### src/adder_pkg.sv
// Brent-Kung adder shared definitions
package adder_pkg;

    // Operand width when the top level is not overridden
    localparam int DEFAULT_WIDTH = 16;

    // Round states of the stage sequencer
    typedef enum logic [1:0] {
        IDLE      = 2'b00,  // One cycle gap between rounds
        RAMP_UP   = 2'b01,  // Stages evaluate in order
        RAMP_DOWN = 2'b10,  // Stages clear in reverse order
        DONE      = 2'b11   // Result valid for one cycle
    } seq_state_t;

endpackage

### src/phase_sequencer.sv
`timescale 1ns/10ps
// Bennett round sequencer
// Evaluates stages in order, clears them in reverse, then flags done

module phase_sequencer #(
    parameter  int WIDTH      = adder_pkg::DEFAULT_WIDTH,
    localparam int LEVELS     = $clog2(WIDTH),
    localparam int NUM_STAGES = 2 * LEVELS + 1
) (
    input  logic                  clk,
    input  logic                  reset,
    output logic [NUM_STAGES-1:0] eval,
    output logic [NUM_STAGES-1:0] clear,
    output logic                  calculation_done
);

    localparam int CNT_W = $clog2(NUM_STAGES);
    localparam logic [NUM_STAGES-1:0] ONE = 1;

    adder_pkg::seq_state_t state;
    logic [CNT_W-1:0]      count;   // Position within the current ramp

    // Prefix tree needs a power-of-two width with at least two levels
    if (WIDTH < 4 || (WIDTH & (WIDTH - 1)) != 0) begin : g_bad_width
        $error("Operand width must be a power of two of at least 4");
    end

    always_ff @(posedge clk or posedge reset) begin
        if (reset) begin
            state <= adder_pkg::IDLE;
            count <= '0;
        end else begin
            case (state)
                adder_pkg::IDLE: begin
                    state <= adder_pkg::RAMP_UP;
                    count <= '0;
                end
                adder_pkg::RAMP_UP: begin
                    if (count == CNT_W'(NUM_STAGES - 1)) begin
                        state <= adder_pkg::RAMP_DOWN;
                        count <= '0;
                    end else begin
                        count <= count + 1'b1;
                    end
                end
                adder_pkg::RAMP_DOWN: begin
                    // Sum stage keeps its result, so one clear fewer
                    if (count == CNT_W'(NUM_STAGES - 2)) begin
                        state <= adder_pkg::DONE;
                        count <= '0;
                    end else begin
                        count <= count + 1'b1;
                    end
                end
                adder_pkg::DONE: begin
                    state <= adder_pkg::IDLE;
                end
                default: begin
                    state <= adder_pkg::IDLE;
                    count <= '0;
                end
            endcase
        end
    end

    always_comb begin
        eval             = '0;
        clear            = '0;
        calculation_done = 1'b0;
        case (state)
            adder_pkg::RAMP_UP:   eval  = ONE << count;
            adder_pkg::RAMP_DOWN: clear = ONE << (CNT_W'(NUM_STAGES - 2) - count);
            adder_pkg::DONE:      calculation_done = 1'b1;
            default: ;
        endcase
    end

    // Only one stage moves per cycle
    a_eval_onehot: assert property (
        @(posedge clk) disable iff (reset) $onehot0(eval)
    ) else $error("More than one stage evaluating");

    a_clear_onehot: assert property (
        @(posedge clk) disable iff (reset) $onehot0(clear)
    ) else $error("More than one stage clearing");

    a_eval_clear_excl: assert property (
        @(posedge clk) disable iff (reset) !((|eval) && (|clear))
    ) else $error("Evaluate and clear overlap");

endmodule

### src/pg_stage.sv
`timescale 1ns/10ps
// Generate and propagate stage

module pg_stage #(
    parameter int WIDTH = adder_pkg::DEFAULT_WIDTH
) (
    input  logic             clk,
    input  logic             reset,
    input  logic             eval,
    input  logic             clear,
    input  logic [WIDTH-1:0] a,
    input  logic [WIDTH-1:0] b,
    input  logic             cin_in,
    output logic [WIDTH-1:0] g,
    output logic [WIDTH-1:0] p,
    output logic [WIDTH-1:0] hp,
    output logic             cin_out
);

    logic [WIDTH-1:0] half_sum;
    logic [WIDTH-1:0] gen;

    assign half_sum = a ^ b;

    // Carry-in sits below bit 0, so g[i] is the carry out of bit i from here on
    always_comb begin
        gen    = a & b;
        gen[0] = (a[0] & b[0]) | (half_sum[0] & cin_in);
    end

    always_ff @(posedge clk or posedge reset) begin
        if (reset) begin
            g       <= '0;
            p       <= '0;
            hp      <= '0;
            cin_out <= 1'b0;
        end else if (clear) begin
            g       <= '0;
            p       <= '0;
            hp      <= '0;
            cin_out <= 1'b0;
        end else if (eval) begin
            g       <= gen;
            p       <= half_sum;
            hp      <= half_sum;  // Kept apart, p gets merged into groups
            cin_out <= cin_in;
        end
    end

endmodule

### src/prefix_level.sv
`timescale 1ns/10ps
// One Brent-Kung prefix level
// Up-sweep below log2(WIDTH), down-sweep above

module prefix_level #(
    parameter int WIDTH = adder_pkg::DEFAULT_WIDTH,
    parameter int LEVEL = 0
) (
    input  logic             clk,
    input  logic             reset,
    input  logic             eval,
    input  logic             clear,
    input  logic [WIDTH-1:0] g_in,
    input  logic [WIDTH-1:0] p_in,
    input  logic [WIDTH-1:0] hp_in,
    input  logic             cin_in,
    output logic [WIDTH-1:0] g_out,
    output logic [WIDTH-1:0] p_out,
    output logic [WIDTH-1:0] hp_out,
    output logic             cin_out
);

    localparam int  LEVELS = $clog2(WIDTH);
    localparam bit  UP     = (LEVEL < LEVELS);
    // Distance to the partner bit, shrinking again on the way down
    localparam int  SPAN   = UP ? (1 << LEVEL) : (1 << (2 * LEVELS - 2 - LEVEL));

    logic [WIDTH-1:0] g_nxt;
    logic [WIDTH-1:0] p_nxt;

    for (genvar i = 0; i < WIDTH; i++) begin : g_bit
        if (UP && ((i + 1) % (2 * SPAN) == 0)) begin : g_black
            // Black cell merges two adjacent groups
            assign g_nxt[i] = g_in[i] | (p_in[i] & g_in[i-SPAN]);
            assign p_nxt[i] = p_in[i] & p_in[i-SPAN];
        end else if (!UP && ((i + 1) % (2 * SPAN) == SPAN) && (i >= 2 * SPAN - 1))
        begin : g_gray
            // Gray cell, partner already holds the full prefix down to bit 0
            assign g_nxt[i] = g_in[i] | (p_in[i] & g_in[i-SPAN]);
            assign p_nxt[i] = p_in[i];
        end else begin : g_pass
            assign g_nxt[i] = g_in[i];
            assign p_nxt[i] = p_in[i];
        end
    end

    always_ff @(posedge clk or posedge reset) begin
        if (reset) begin
            g_out   <= '0;
            p_out   <= '0;
            hp_out  <= '0;
            cin_out <= 1'b0;
        end else if (clear) begin
            g_out   <= '0;
            p_out   <= '0;
            hp_out  <= '0;
            cin_out <= 1'b0;
        end else if (eval) begin
            g_out   <= g_nxt;
            p_out   <= p_nxt;
            hp_out  <= hp_in;
            cin_out <= cin_in;
        end
    end

    // Strobes come from the sequencer and must never collide here
    a_no_eval_clear: assert property (
        @(posedge clk) disable iff (reset) !(eval && clear)
    ) else $error("Prefix level %0d got eval and clear together", LEVEL);

endmodule

### src/sum_stage.sv
`timescale 1ns/10ps
// Sum and carry-out stage

module sum_stage #(
    parameter int WIDTH = adder_pkg::DEFAULT_WIDTH
) (
    input  logic             clk,
    input  logic             reset,
    input  logic             eval,
    input  logic [WIDTH-1:0] g_in,
    input  logic [WIDTH-1:0] hp_in,
    input  logic             cin_in,
    output logic [WIDTH-1:0] sum,
    output logic             cout
);

    logic [WIDTH-1:0] carry;    // Carry into each bit

    assign carry = {g_in[WIDTH-2:0], cin_in};

    // Result holds until the next round evaluates this stage
    always_ff @(posedge clk or posedge reset) begin
        if (reset) begin
            sum  <= '0;
            cout <= 1'b0;
        end else if (eval) begin
            sum  <= hp_in ^ carry;
            cout <= g_in[WIDTH-1];  // Full prefix of the top bit
        end
    end

endmodule

### src/bk_adder_top.sv
`timescale 1ns/10ps
// Clocked Brent-Kung adder top level

module bk_adder_top #(
    parameter int WIDTH = adder_pkg::DEFAULT_WIDTH
) (
    input  logic             clk,
    input  logic             reset,
    input  logic [WIDTH-1:0] a,
    input  logic [WIDTH-1:0] b,
    input  logic             cin,
    output logic [WIDTH-1:0] sum,
    output logic             cout,
    output logic             calculation_done
);

    localparam int LEVELS     = $clog2(WIDTH);
    localparam int NUM_PREFIX = 2 * LEVELS - 1;
    localparam int NUM_STAGES = 2 * LEVELS + 1;

    logic [NUM_STAGES-1:0] eval;
    logic [NUM_STAGES-1:0] clear;

    // Stage k output feeds stage k+1
    logic [WIDTH-1:0]      g_s  [NUM_PREFIX+1];
    logic [WIDTH-1:0]      p_s  [NUM_PREFIX+1];
    logic [WIDTH-1:0]      hp_s [NUM_PREFIX+1];
    logic [NUM_PREFIX:0]   cin_s;

    phase_sequencer #(
        .WIDTH (WIDTH)
    ) u_seq (
        .clk              (clk),
        .reset            (reset),
        .eval             (eval),
        .clear            (clear),
        .calculation_done (calculation_done)
    );

    pg_stage #(
        .WIDTH (WIDTH)
    ) u_pg (
        .clk     (clk),
        .reset   (reset),
        .eval    (eval[0]),
        .clear   (clear[0]),
        .a       (a),
        .b       (b),
        .cin_in  (cin),
        .g       (g_s[0]),
        .p       (p_s[0]),
        .hp      (hp_s[0]),
        .cin_out (cin_s[0])
    );

    for (genvar l = 0; l < NUM_PREFIX; l++) begin : g_level
        prefix_level #(
            .WIDTH (WIDTH),
            .LEVEL (l)
        ) u_level (
            .clk     (clk),
            .reset   (reset),
            .eval    (eval[l+1]),
            .clear   (clear[l+1]),
            .g_in    (g_s[l]),
            .p_in    (p_s[l]),
            .hp_in   (hp_s[l]),
            .cin_in  (cin_s[l]),
            .g_out   (g_s[l+1]),
            .p_out   (p_s[l+1]),
            .hp_out  (hp_s[l+1]),
            .cin_out (cin_s[l+1])
        );
    end

    // Last stage has no clear strobe, clear[NUM_STAGES-1] stays low
    sum_stage #(
        .WIDTH (WIDTH)
    ) u_sum (
        .clk    (clk),
        .reset  (reset),
        .eval   (eval[NUM_STAGES-1]),
        .g_in   (g_s[NUM_PREFIX]),
        .hp_in  (hp_s[NUM_PREFIX]),
        .cin_in (cin_s[NUM_PREFIX]),
        .sum    (sum),
        .cout   (cout)
    );

endmodule

### config.mk
export PLATFORM = sky130hd
export DESIGN_NAME = bk_adder_top
export DESIGN_NICKNAME = d
export VERILOG_FILES = /design/src/adder_pkg.sv /design/src/phase_sequencer.sv /design/src/pg_stage.sv /design/src/prefix_level.sv /design/src/sum_stage.sv /design/src/bk_adder_top.sv
export SDC_FILE = /design/constraint.sdc
export NUM_CORES = 1
export LEC_CHECK = 0
export BUFFER_PORTS_ARGS = -buffer_cell sky130_fd_sc_hd__buf_4
export CAP_MARGIN = 0
export CORE_ASPECT_RATIO = 1.25
export CORE_MARGIN = 10
export CORE_UTILIZATION = 47
export DETAILED_ROUTE_END_ITERATION = 16
export PLACE_DENSITY = 0.63
export SLEW_MARGIN = 10
export SYNTH_ARGS = -nofsm -noshare
export SYNTH_HDL_FRONTEND = slang
export SYNTH_SLANG_ARGS = --single-unit
### constraint.sdc
create_clock -name clk -period 10.1 [get_ports clk]
set_clock_uncertainty 0.15 [all_clocks]
set_input_delay 1.01 -clock clk [delete_from_list [all_inputs] [get_ports clk]]
set_output_delay 1.01 -clock clk [all_outputs]
set_load 0.02 [all_outputs]
---- Yosys cells after proc, flatten, opt, wreduce, memory -nomap -nowiden ----
Index checks and enable logic that the tools add are counted.
word-level totals
  flip-flop bits (word level) ............. 380
  latch bits .............................. 0
  bits in writable memories ............... 0
  bits in read-only memories .............. 0
  bits of input ports ..................... 35
  output and inout port bits .............. 18
  logic and storage cells ................. 197
  memories kept ........................... 0
cells by class
  add/sub/neg operators ................... 2
  multipliers ............................. 0
  div/mod/pow operators ................... 0
  magnitude comparators ................... 0
  eq/ne operators ......................... 7
  shifts and indexed selects .............. 2
  multiplexer cells ....................... 69
  bitwise gates (word level) .............. 72
  reductions and logical operators ........ 11
operators by type and width
  operator               count
  $mux W16               38
  $mux W15               6
  $and A1 B1 Y1          42
  $xor A16 B16 Y16       2
  $or A1 B1 Y1           27
  $mux W1                17
  $and A16 B16 Y16       1
  $reduce_bool A2 Y1     8
  $pmux W4 S3            1
  $mux W9                1
  $shl A1 B4 Y9 const A  1
  $mux W4                2
  $mux W8                1
  $pmux W2 S4            1
  $shl A1 B4 Y8 const A  1
  $add A4 B1 Y4 const B  1
  $eq A2 B2 Y1 const B   2
  $eq A4 B3 Y1 const B   1
  $eq A4 B4 Y1 const B   1
  $mux W2                2
  $ne A2 B1 Y1 const B   2
  $sub A3 B4 Y4 const A  1
  $reduce_bool A3 Y1     1
  $eq A2 B1 Y1 const B   1
  2 further kinds        2

---- Depth between registers and ports, before layout ----
Gate-level depths: netlist of run 1.
  word-level depth ........................ 5
  depth in mapped cells ................... 9
  mapped depth without buffers ............ 6

---- Cells and area by module ----
A second synthesis of run 1 with hierarchy kept.
second synthesis, totals
  cells, all modules ...................... 1435
  area total of the unflattened synthesis .. 17380.4 µm²
by module, submodules not included
  module                              times used  cells each  area each (µm²)  seq. area each (µm²)
  prefix_level at g_level[0].u_level  1           176         2084.5           1226.2
  prefix_level at g_level[3].u_level  1           161         2029.4           1226.2
  prefix_level at g_level[6].u_level  1           166         2029.4           1226.2
  prefix_level at g_level[4].u_level  1           160         2026.9           1226.2
  prefix_level at g_level[2].u_level  1           163         2025.7           1226.2
  prefix_level at g_level[5].u_level  1           162         2023.2           1226.2
  prefix_level at g_level[1].u_level  1           167         1999.4           1226.2
  pg_stage                            1           141         1702.9           825.8
  sum_stage                           1           71          872.1            425.4
  phase_sequencer                     1           68          586.8            150.1

---- Worst setup path before layout of run 1 ----
No wires, ideal clock.
  path type ............................... register -> register
  start point ............................. register u_seq.state[1]
  end point ............................... register u_seq.state[1]
  setup time .............................. 127 ps
  arrival time ............................ 1734 ps
  data required time ...................... 9823 ps
  setup slack ............................. 8089 ps
  cell stages (with the launch flop) ...... 7
  path buffers ............................ 1
  period minus slack after synthesis ...... 2011 ps
  path through ............................ dfrtp_1 > inv_1 > ha_1 > buf_2 > or4_1 > nand2_1 > mux2_1
between the ends
  cells in the longest elaborated chain, start to end .. 3
  elaborated cells on any way between the ends .. 8
  those cells by class .................... eq/ne (5); mux (1); reduce/logical (2)
ends and longest elaborated chain
  item                                                 line                   text
  from (decl)                                          phase_sequencer.sv:20  adder_pkg::seq_state_t state;
  from (signal assigned)                               phase_sequencer.sv:30  state <= adder_pkg::IDLE;
  from (signal assigned)                               phase_sequencer.sv:35  state <= adder_pkg::RAMP_UP;
  from (signal assigned)                               phase_sequencer.sv:40  state <= adder_pkg::RAMP_DOWN;
  $eq A2 B2 Y1 / $eq A2 B1 Y1 (equally long branches)  phase_sequencer.sv:33  case (state)
  $ne A2 B1 Y1 (no source line)                        -
  $reduce_and A2 Y1 (no source line)                   -
Several ways; a longest one is shown, not always the timed one.
A chain may end at the register's enable or synchronous reset.

---- Worst setup path in the final report of run 1 ----
  start point ............................. register u_seq.state[1]
  end point ............................... register g_level[6].u_level.g_out[11]
between the ends
  cells in the longest elaborated chain, start to end .. 3
  elaborated cells on any way between the ends .. 6
  those cells by class .................... eq/ne (2); mux (3); reduce/logical (1)
ends and longest elaborated chain
  item                                                   line                   text
  $eq A2 B2 Y1 / $eq A2 B1 Y1 (equally long branches)    phase_sequencer.sv:70  case (state)
  $mux W8 / $mux W9 (equally long branches)              phase_sequencer.sv:70
  $mux W16 / $reduce_bool A2 Y1 (equally long branches)  -
  to (signal assigned)                                   prefix_level.sv:59     g_out <= g_nxt;
  to (decl)                                              prefix_level.sv:17     output logic [WIDTH-1:0] g_out,
Several ways; a longest one is shown, not always the timed one.

==> results.tsv, run 1 <==
stage	metric	value	unit
outcome	status	finished clean	
setup_path	data required time of the critical path	10.41	ns
synthesis	Ys Warns	0	
sta	final hold vios	0	
cts	clock buffer count from CTS	30	
cells_and_area	Non-Filler Instances	1384	
route	drt via density	5.42	
floorplanning	core area	25400	um2
cells_and_area	area delta synth->final	12.4	%
synthesis	area share of the largest cell type after synthesis	0.640	
floorplanning	FP Rows	65	
route	WL per Instance	16.8	um
synthesis	post-synthesis cell area	12200	um2
cts	CTS H-tree lvls	1	
synthesis	Synth Net Count	1067	
synthesis	post-synthesis register bit count	312	
synthesis	asr flop ratio synth	1.00	
synthesis	Synth area leaders	dfrtp_1, a22o_1, nand2_1, a21oi_1, ha_1	
cts	Clock Path Buffers	3	
job	# Max-Cap Violations	0	
cts	cts repair resizes	0	
setup_path	CP cell instances	inv_1 > ha_1 > nor2b_1 > and2_1 > nand2_1 > a21oi_1	
synthesis	count leader, synth	dfrtp_1	
route	Vias	7503	
floorplanning	die area	32800	um2
floorplanning	starting density of the core	0.480	
placed_design	RD Place Congestion	0.789	
global_route	first-pass GRT wire length	40000	um
sta	Rel. slew slack	0.222	
global_route	pin count of the biggest net entering global routing	185	
sta	Max Freq	0.351	GHz
synthesis	Seq/Total Area, Yosys	0.640	
route	total wire length	23300	um
global_route	initial antenna violation count	0	
setup_path	endpoint class of the critical path	flop	
setup_path	Largest stage delay, worst path	0.94	ns
placed_design	placed insts	1330	
sta	RSZ-0062 raised after global routing	no	
synthesis	synthesized netlist cell count	1005	
cts	cts hold-fix bufs	0	
sta	Worst-Margin Slew	1.17	ns
setup_path	CP arrival	3.17	ns
synthesis	EDFF count, synth	0	
hold_path	Hold Path Class	flop to flop	
cells_and_area	nets@finish	1090	
synthesis	top cells by count, synth	dfrtp_1, a22o_1, nand2_1	
route	antenna-violating nets left	0	
sta	setup TNS	0	ns
cts	Worst-Skew Late Latency	0.54	ns
synthesis	Yosys cell types	39	
sta	Tcrit/Tclk final	0.282	
power_and_ir_drop	maximum VDD drop	0.116	mV
route	Detailed Routing Iterations Pass 1	4	
cts	CTS tree	yes	
sta	fin. max-slew vios	0	
route	DR DRC count	0	
setup_path	Startpoint Class	flop	
floorplanning	Die Y-Extent	200	um
power_and_ir_drop	P_leak	6.30	nW
sta	setup violators final	0	
cells_and_area	ant diodes	0	
power_and_ir_drop	Power Total	0.00265	W
global_route	vias in the first global route	7624	
setup_path	crit path kind	flop to flop	
placed_design	# port buffers	52	
synthesis	Primary FF master, synth	dfrtp_1	
setup_path	worst-path maximum fanout	33	
cts	root buffer selected by CTS	clkbuf_16	
global_route	Total Routing Usage GR	0.144	
placed_design	dpl hpwl	15200	um
floorplanning	I/O Pins	53	
global_route	grt total ovfl	0	
cts	total clock sinks	312	
route	number of DRC markers in iteration 0	442	
floorplanning	Die Wd	164	um
synthesis	post-synth top area cell	dfrtp_1	
cells_and_area	Filler cells	2261	
cts	CTS clk-pin slew, worst paths	0.06	ns
sta	post-layout min period	2.85	ns
setup_path	Crit-path slowest cell	and2_1	
cts	post-CTS setup buffers	0	
power_and_ir_drop	pwr dens	194	nW/um2
cells_and_area	fraction of layout cells with a size suffix above 1	0.111	
synthesis	Synth Area per Inst	12.1	um2
## where the power goes
| part | internal, W | switching [W] |
|---|---|---|
| clock | 0.000613 | 0.000444 |
| sequential | 0.00135 | 0.0000721 |
| combinational | 0.0000889 | 0.0000816 |
## state kept, by name, indices dropped and copies added, names as in the netlist
signal                   flops
g_level.u_level.g_out      112
g_level.u_level.hp_out     112
g_level.u_level.p_out       25
u_pg.g                      16
u_pg.p                      16
u_sum.sum                   16
g_level.u_level.cin_out      7
u_seq.count                  4
u_seq.state                  2
u_pg.cin_out                 1
u_sum.cout                   1
## worst max-delay path: cells and delay by family (launching register included)
kind            cells  cell delay (ns)
simple gates        3             1.45
fa+ha+maj           1             0.48
flops               1             0.42
compound gates      1             0.17
buf+inv             1             0.10
## worst paths after layout
| kind | from | to | slack [ns] | depth (start not counted) |
|---|---|---|---|---|
| worst max-delay path | u_seq.state[1] | g_level[6].u_level.g_out[11] | 7.25 | 6 |
| min in group asynchronous | reset | u_sum.sum[7] | 0.46 | 2 |
| max in group asynchronous | reset | g_level[0].u_level.g_out[5] | 7.88 | 3 |
| worst min register to register | u_sum.sum[8] | u_sum.sum[8] | 0.33 | 2 |
| worst min-delay path | u_sum.sum[8] | u_sum.sum[8] | 0.33 | 2 |
| worst max register to register | u_seq.state[1] | g_level[6].u_level.g_out[11] | 7.25 | 6 |
## metal layers
metal  track usage  vias up  wire length [um]
met5             0        -                 0
met4        0.0358        0               344
met3        0.0205       27               819
met2         0.225      121             10500
met1         0.209     3652             11600
li1              -     3703                 -
## cell usage in the layout, fill, tap and decap left out, drive strengths merged, types with 2 or more instances in the layout
cell type / count
o21ai: 24
a21oi: 85
ha: 27
clkinv: 2
o2bb2ai: 5
mux2: 2
xnor2: 16
o31ai: 2
nand4: 3
and2: 2
a32o: 6
nor3: 15
nor2b: 2
a21o: 8
a22o: 186
buf: 64
clkbuf: 50
inv: 8
nor2: 20
nand2: 171
dfrtp: 312
nand3b: 4
a211oi: 12
nand3: 15
## cells by family (layout without fill, tap and decap cells)
group | count (synthesis) | after routing | synth area share
buffers and inverters | 80 | 124 | 0.0325
DFF | 312 | 312 | 0.640
and+or+nand+nor | 236 | 236 | 0.0828
muxes | 2 | 2 | 0.00185
AOI/OAI and AO/OA | 331 | 331 | 0.202
adders and majority gates | 27 | 27 | 0.0277
xor gates and xnor gates | 17 | 17 | 0.0122
## stage by stage
step	cell area, um2	setup slack, ns	utilization	hold slack [ns]
after global placement	12700	7.21	0.502	0.313
after CTS	13700	7.24	0.539	0.338
after floorplan	12200	0.311	-	0.301
after global routing	13700	6.95	0.540	0.343
final	13700	7.25	0.540	0.329
after detailed placement	12700	7.20	0.502	0.324
## layout make-up
cell class	instances	area, um2	share of cell area
Clock inverter	3	18.8	0.00137
Inverter	7	33.8	0.00247
Multi-Input combinational cell	613	4000	0.292
Timing Repair Buffer	64	500	0.0365
Sequential cell	312	7810	0.570
Clock buffer	50	917	0.0669
Tap cell	335	419	0.0306
Power figures use the tool's default switching activity.
==> run 2: changes to the inputs <==
clock period = 2.3 ns   (was 10.1 ns; I/O delays follow)
==> run 2 against run 1 <==
Non-clock buffer count rose by 70. Cell count increased by 5.0%. Setup slack worse by 7.0 ns. Core utilization is 3.3 points higher.
==> results.tsv, run 2 (synthesis gave the netlist of run 1 again) <==
stage	metric	value	unit
global_route	Total Routing Usage GR	0.151	
sta	post-layout min period	2.08	ns
cts	clock buffer count from CTS	31	
sta	Max Freq	0.481	GHz
sta	Rel. slew slack	0.573	
cts	CTS H-tree lvls	1	
placed_design	dpl ws	0.202	ns
global_route	grt total ovfl	0	
global_route	vias in the first global route	7959	
setup_path	delay-heaviest family, CP	simple AND/OR/NAND/NOR gates	
sta	Tcrit/Tclk final	0.903	
placed_design	dpl hpwl	16300	um
route	Detailed Routing Iterations Pass 1	4	
floorplanning	I/O Pins	53	
sta	Setup WS post-layout	0.223	ns
power_and_ir_drop	P_leak	6.67	nW
power_and_ir_drop	maximum VDD drop	0.653	mV
setup_path	Reg2Reg Capture Point	g_level[0].u_level.p_out[13]	
route	antenna-violating nets left	0	
setup_path	Crit-path slowest cell	dfrtp_1	
setup_path	Startpoint Class	flop	
placed_design	RD Place Congestion	0.777	
setup_path	data required time of the critical path	2.62	ns
floorplanning	Die Y-Extent	200	um
placed_design	# port buffers	52	
global_route	pin count of the biggest net entering global routing	89	
sta	setup violators final	0	
sta	RSZ-0062 raised after global routing	no	
floorplanning	die area	32800	um2
placed_design	placed insts	1351	
setup_path	R2R Setup Slk	0.22	ns
placed_design	placed cell areas	13100	um2
setup_path	worst-path maximum fanout	35	
setup_path	Largest stage delay, worst path	0.42	ns
cts	total clock sinks	312	
setup_path	R2R depth	7	
route	DR DRC count	0	
sta	Worst-Margin Slew	0.639	ns
cells_and_area	Filler cells	2121	
outcome	status	finished clean	
setup_path	crit path kind	flop to flop	
floorplanning	core area	25400	um2
setup_path	endpoint class of the critical path	flop	
floorplanning	starting density of the core	0.480	
route	total wire length	23900	um
cts	CTS clk-pin slew, worst paths	0.06	ns
sta	fin. max-slew vios	0	
sta	final hold vios	0	
route	number of DRC markers in iteration 0	471	
hold_path	Hold Path Class	input pin to asynchronous set/reset pin	
setup_path	Bufs and invs on worst path	2	
setup_path	CP cell instances	inv_1 > ha_1 > nand2_1 > nor3_4 > buf_12 > nand3_1 > a21oi_1	
cts	post-CTS setup buffers	0	
cells_and_area	ant diodes	0	
cells_and_area	Non-Filler Instances	1453	
route	drt via density	5.41	
cells_and_area	nets@finish	1161	
cts	Worst-Skew Late Latency	0.54	ns
floorplanning	FP Rows	65	
route	WL per Instance	16.5	um
setup_path	Reg2Reg Launch Point	u_seq.state[1]	
floorplanning	Die Wd	164	um
cts	Clock Path Buffers	3	
setup_path	CP arrival	2.39	ns
global_route	initial antenna violation count	0	
job	# Max-Cap Violations	0	
power_and_ir_drop	pwr dens	821	nW/um2
cells_and_area	Final Instance Area	14500	um2
route	Vias	7857	
cells_and_area	commonest non-fill, non-tap cells in the layout	dfrtp_1, a22o_1, nand2_1	
cells_and_area	fraction of layout cells with a size suffix above 1	0.124	
cells_and_area	area delta synth->final	19.3	%
power_and_ir_drop	Power Total	0.0119	W
cts	CTS tree	yes	
cells_and_area	most common cell after layout, fill and taps aside	dfrtp_1	
cells_and_area	Top Registers	g_level.u_level.g_out x112, g_level.u_level.hp_out x112, g_level.u_level.p_out x25	
cts	root buffer selected by CTS	clkbuf_16	
global_route	first-pass GRT wire length	41800	um
cells_and_area	final core occ	0.573	
==> run 2: changes by cell type in the layout (fill, tap and decap cells not counted), sizes merged <==
| cell | change |
|---|---|
| buf | +20 |
| bufinv | +2 |
| inv | -1 |
| dlygate4sd3 | +50 |
| clkinvlp | +2 |
| clkbuf | -6 |
| clkinv | +2 |
==> run 2: layout make-up <==
type | count | area (um2) | share of cell area
flip-flops and latches | 312 | 7810 | 0.537
multi-input cells | 613 | 4000 | 0.275
repair buffers | 134 | 1320 | 0.0906
clock buffers | 44 | 875 | 0.0601
well taps | 335 | 419 | 0.0288
clock inverters | 8 | 98.8 | 0.00679
inverters | 7 | 30.0 | 0.00206
==> run 2: timing repair <==
action,4_1_cts,5_1_grt
resized for setup,0,1
hold endpoints to repair,256,0
endpoints found under the setup margin,0,6
hold buffers,51,0
==> run 2: report_power, final <==
group,switching (W),internal (W)
combinational,0.000380,0.000477
sequential,0.000324,0.00595
clock,0.00197,0.00285
total,0.00268,0.00927
==> run 2: metrics by stage <==
step	hold slack, ns	TNS (ns)
6_report	0.108	0
5_1_grt	0.121	0
4_1_cts	0.0993	0
3_5_place_dp	0.108	0
3_3_place_gp	0.116	0
2_1_floorplan	0.213	-697.29
==> run 2: worst max-delay path by stage <==
stage | to | cells past startpoint | start | slack [ns]
6_report | g_level[0].u_level.p_out[13] | 7 | u_seq.state[1] | 0.22
2_1_floorplan | g_level[0].u_level.cin_out | 1 | reset | -2.23
3_5_place_dp | g_level[0].u_level.g_out[2] | 6 | u_seq.state[1] | 0.20
3_3_place_gp | g_level[0].u_level.hp_out[5] | 6 | u_seq.state[1] | 0.26
4_1_cts | u_pg.g[0] | 7 | a[0] | 0.09
5_1_grt | g_level[0].u_level.hp_out[6] | 6 | u_seq.state[1] | 0.02
==> run 2: worst min-delay path: cells and delay by family <==
kind / cells / cell delay (ns)
buffers and inverters: 3 / 0.97
==> run 2: routing by layer <==
| metal | part of all wire | up-vias | GRT usage |
|---|---|---|---|
| met3 | 0.038 | 31 | 0.0252 |
| met2 | 0.47 | 131 | 0.240 |
| met5 | 0 | - | 0 |
| met4 | 0.014 | 0 | 0.0335 |
| met1 | 0.48 | 3847 | 0.213 |
| li1 | - | 3848 | - |
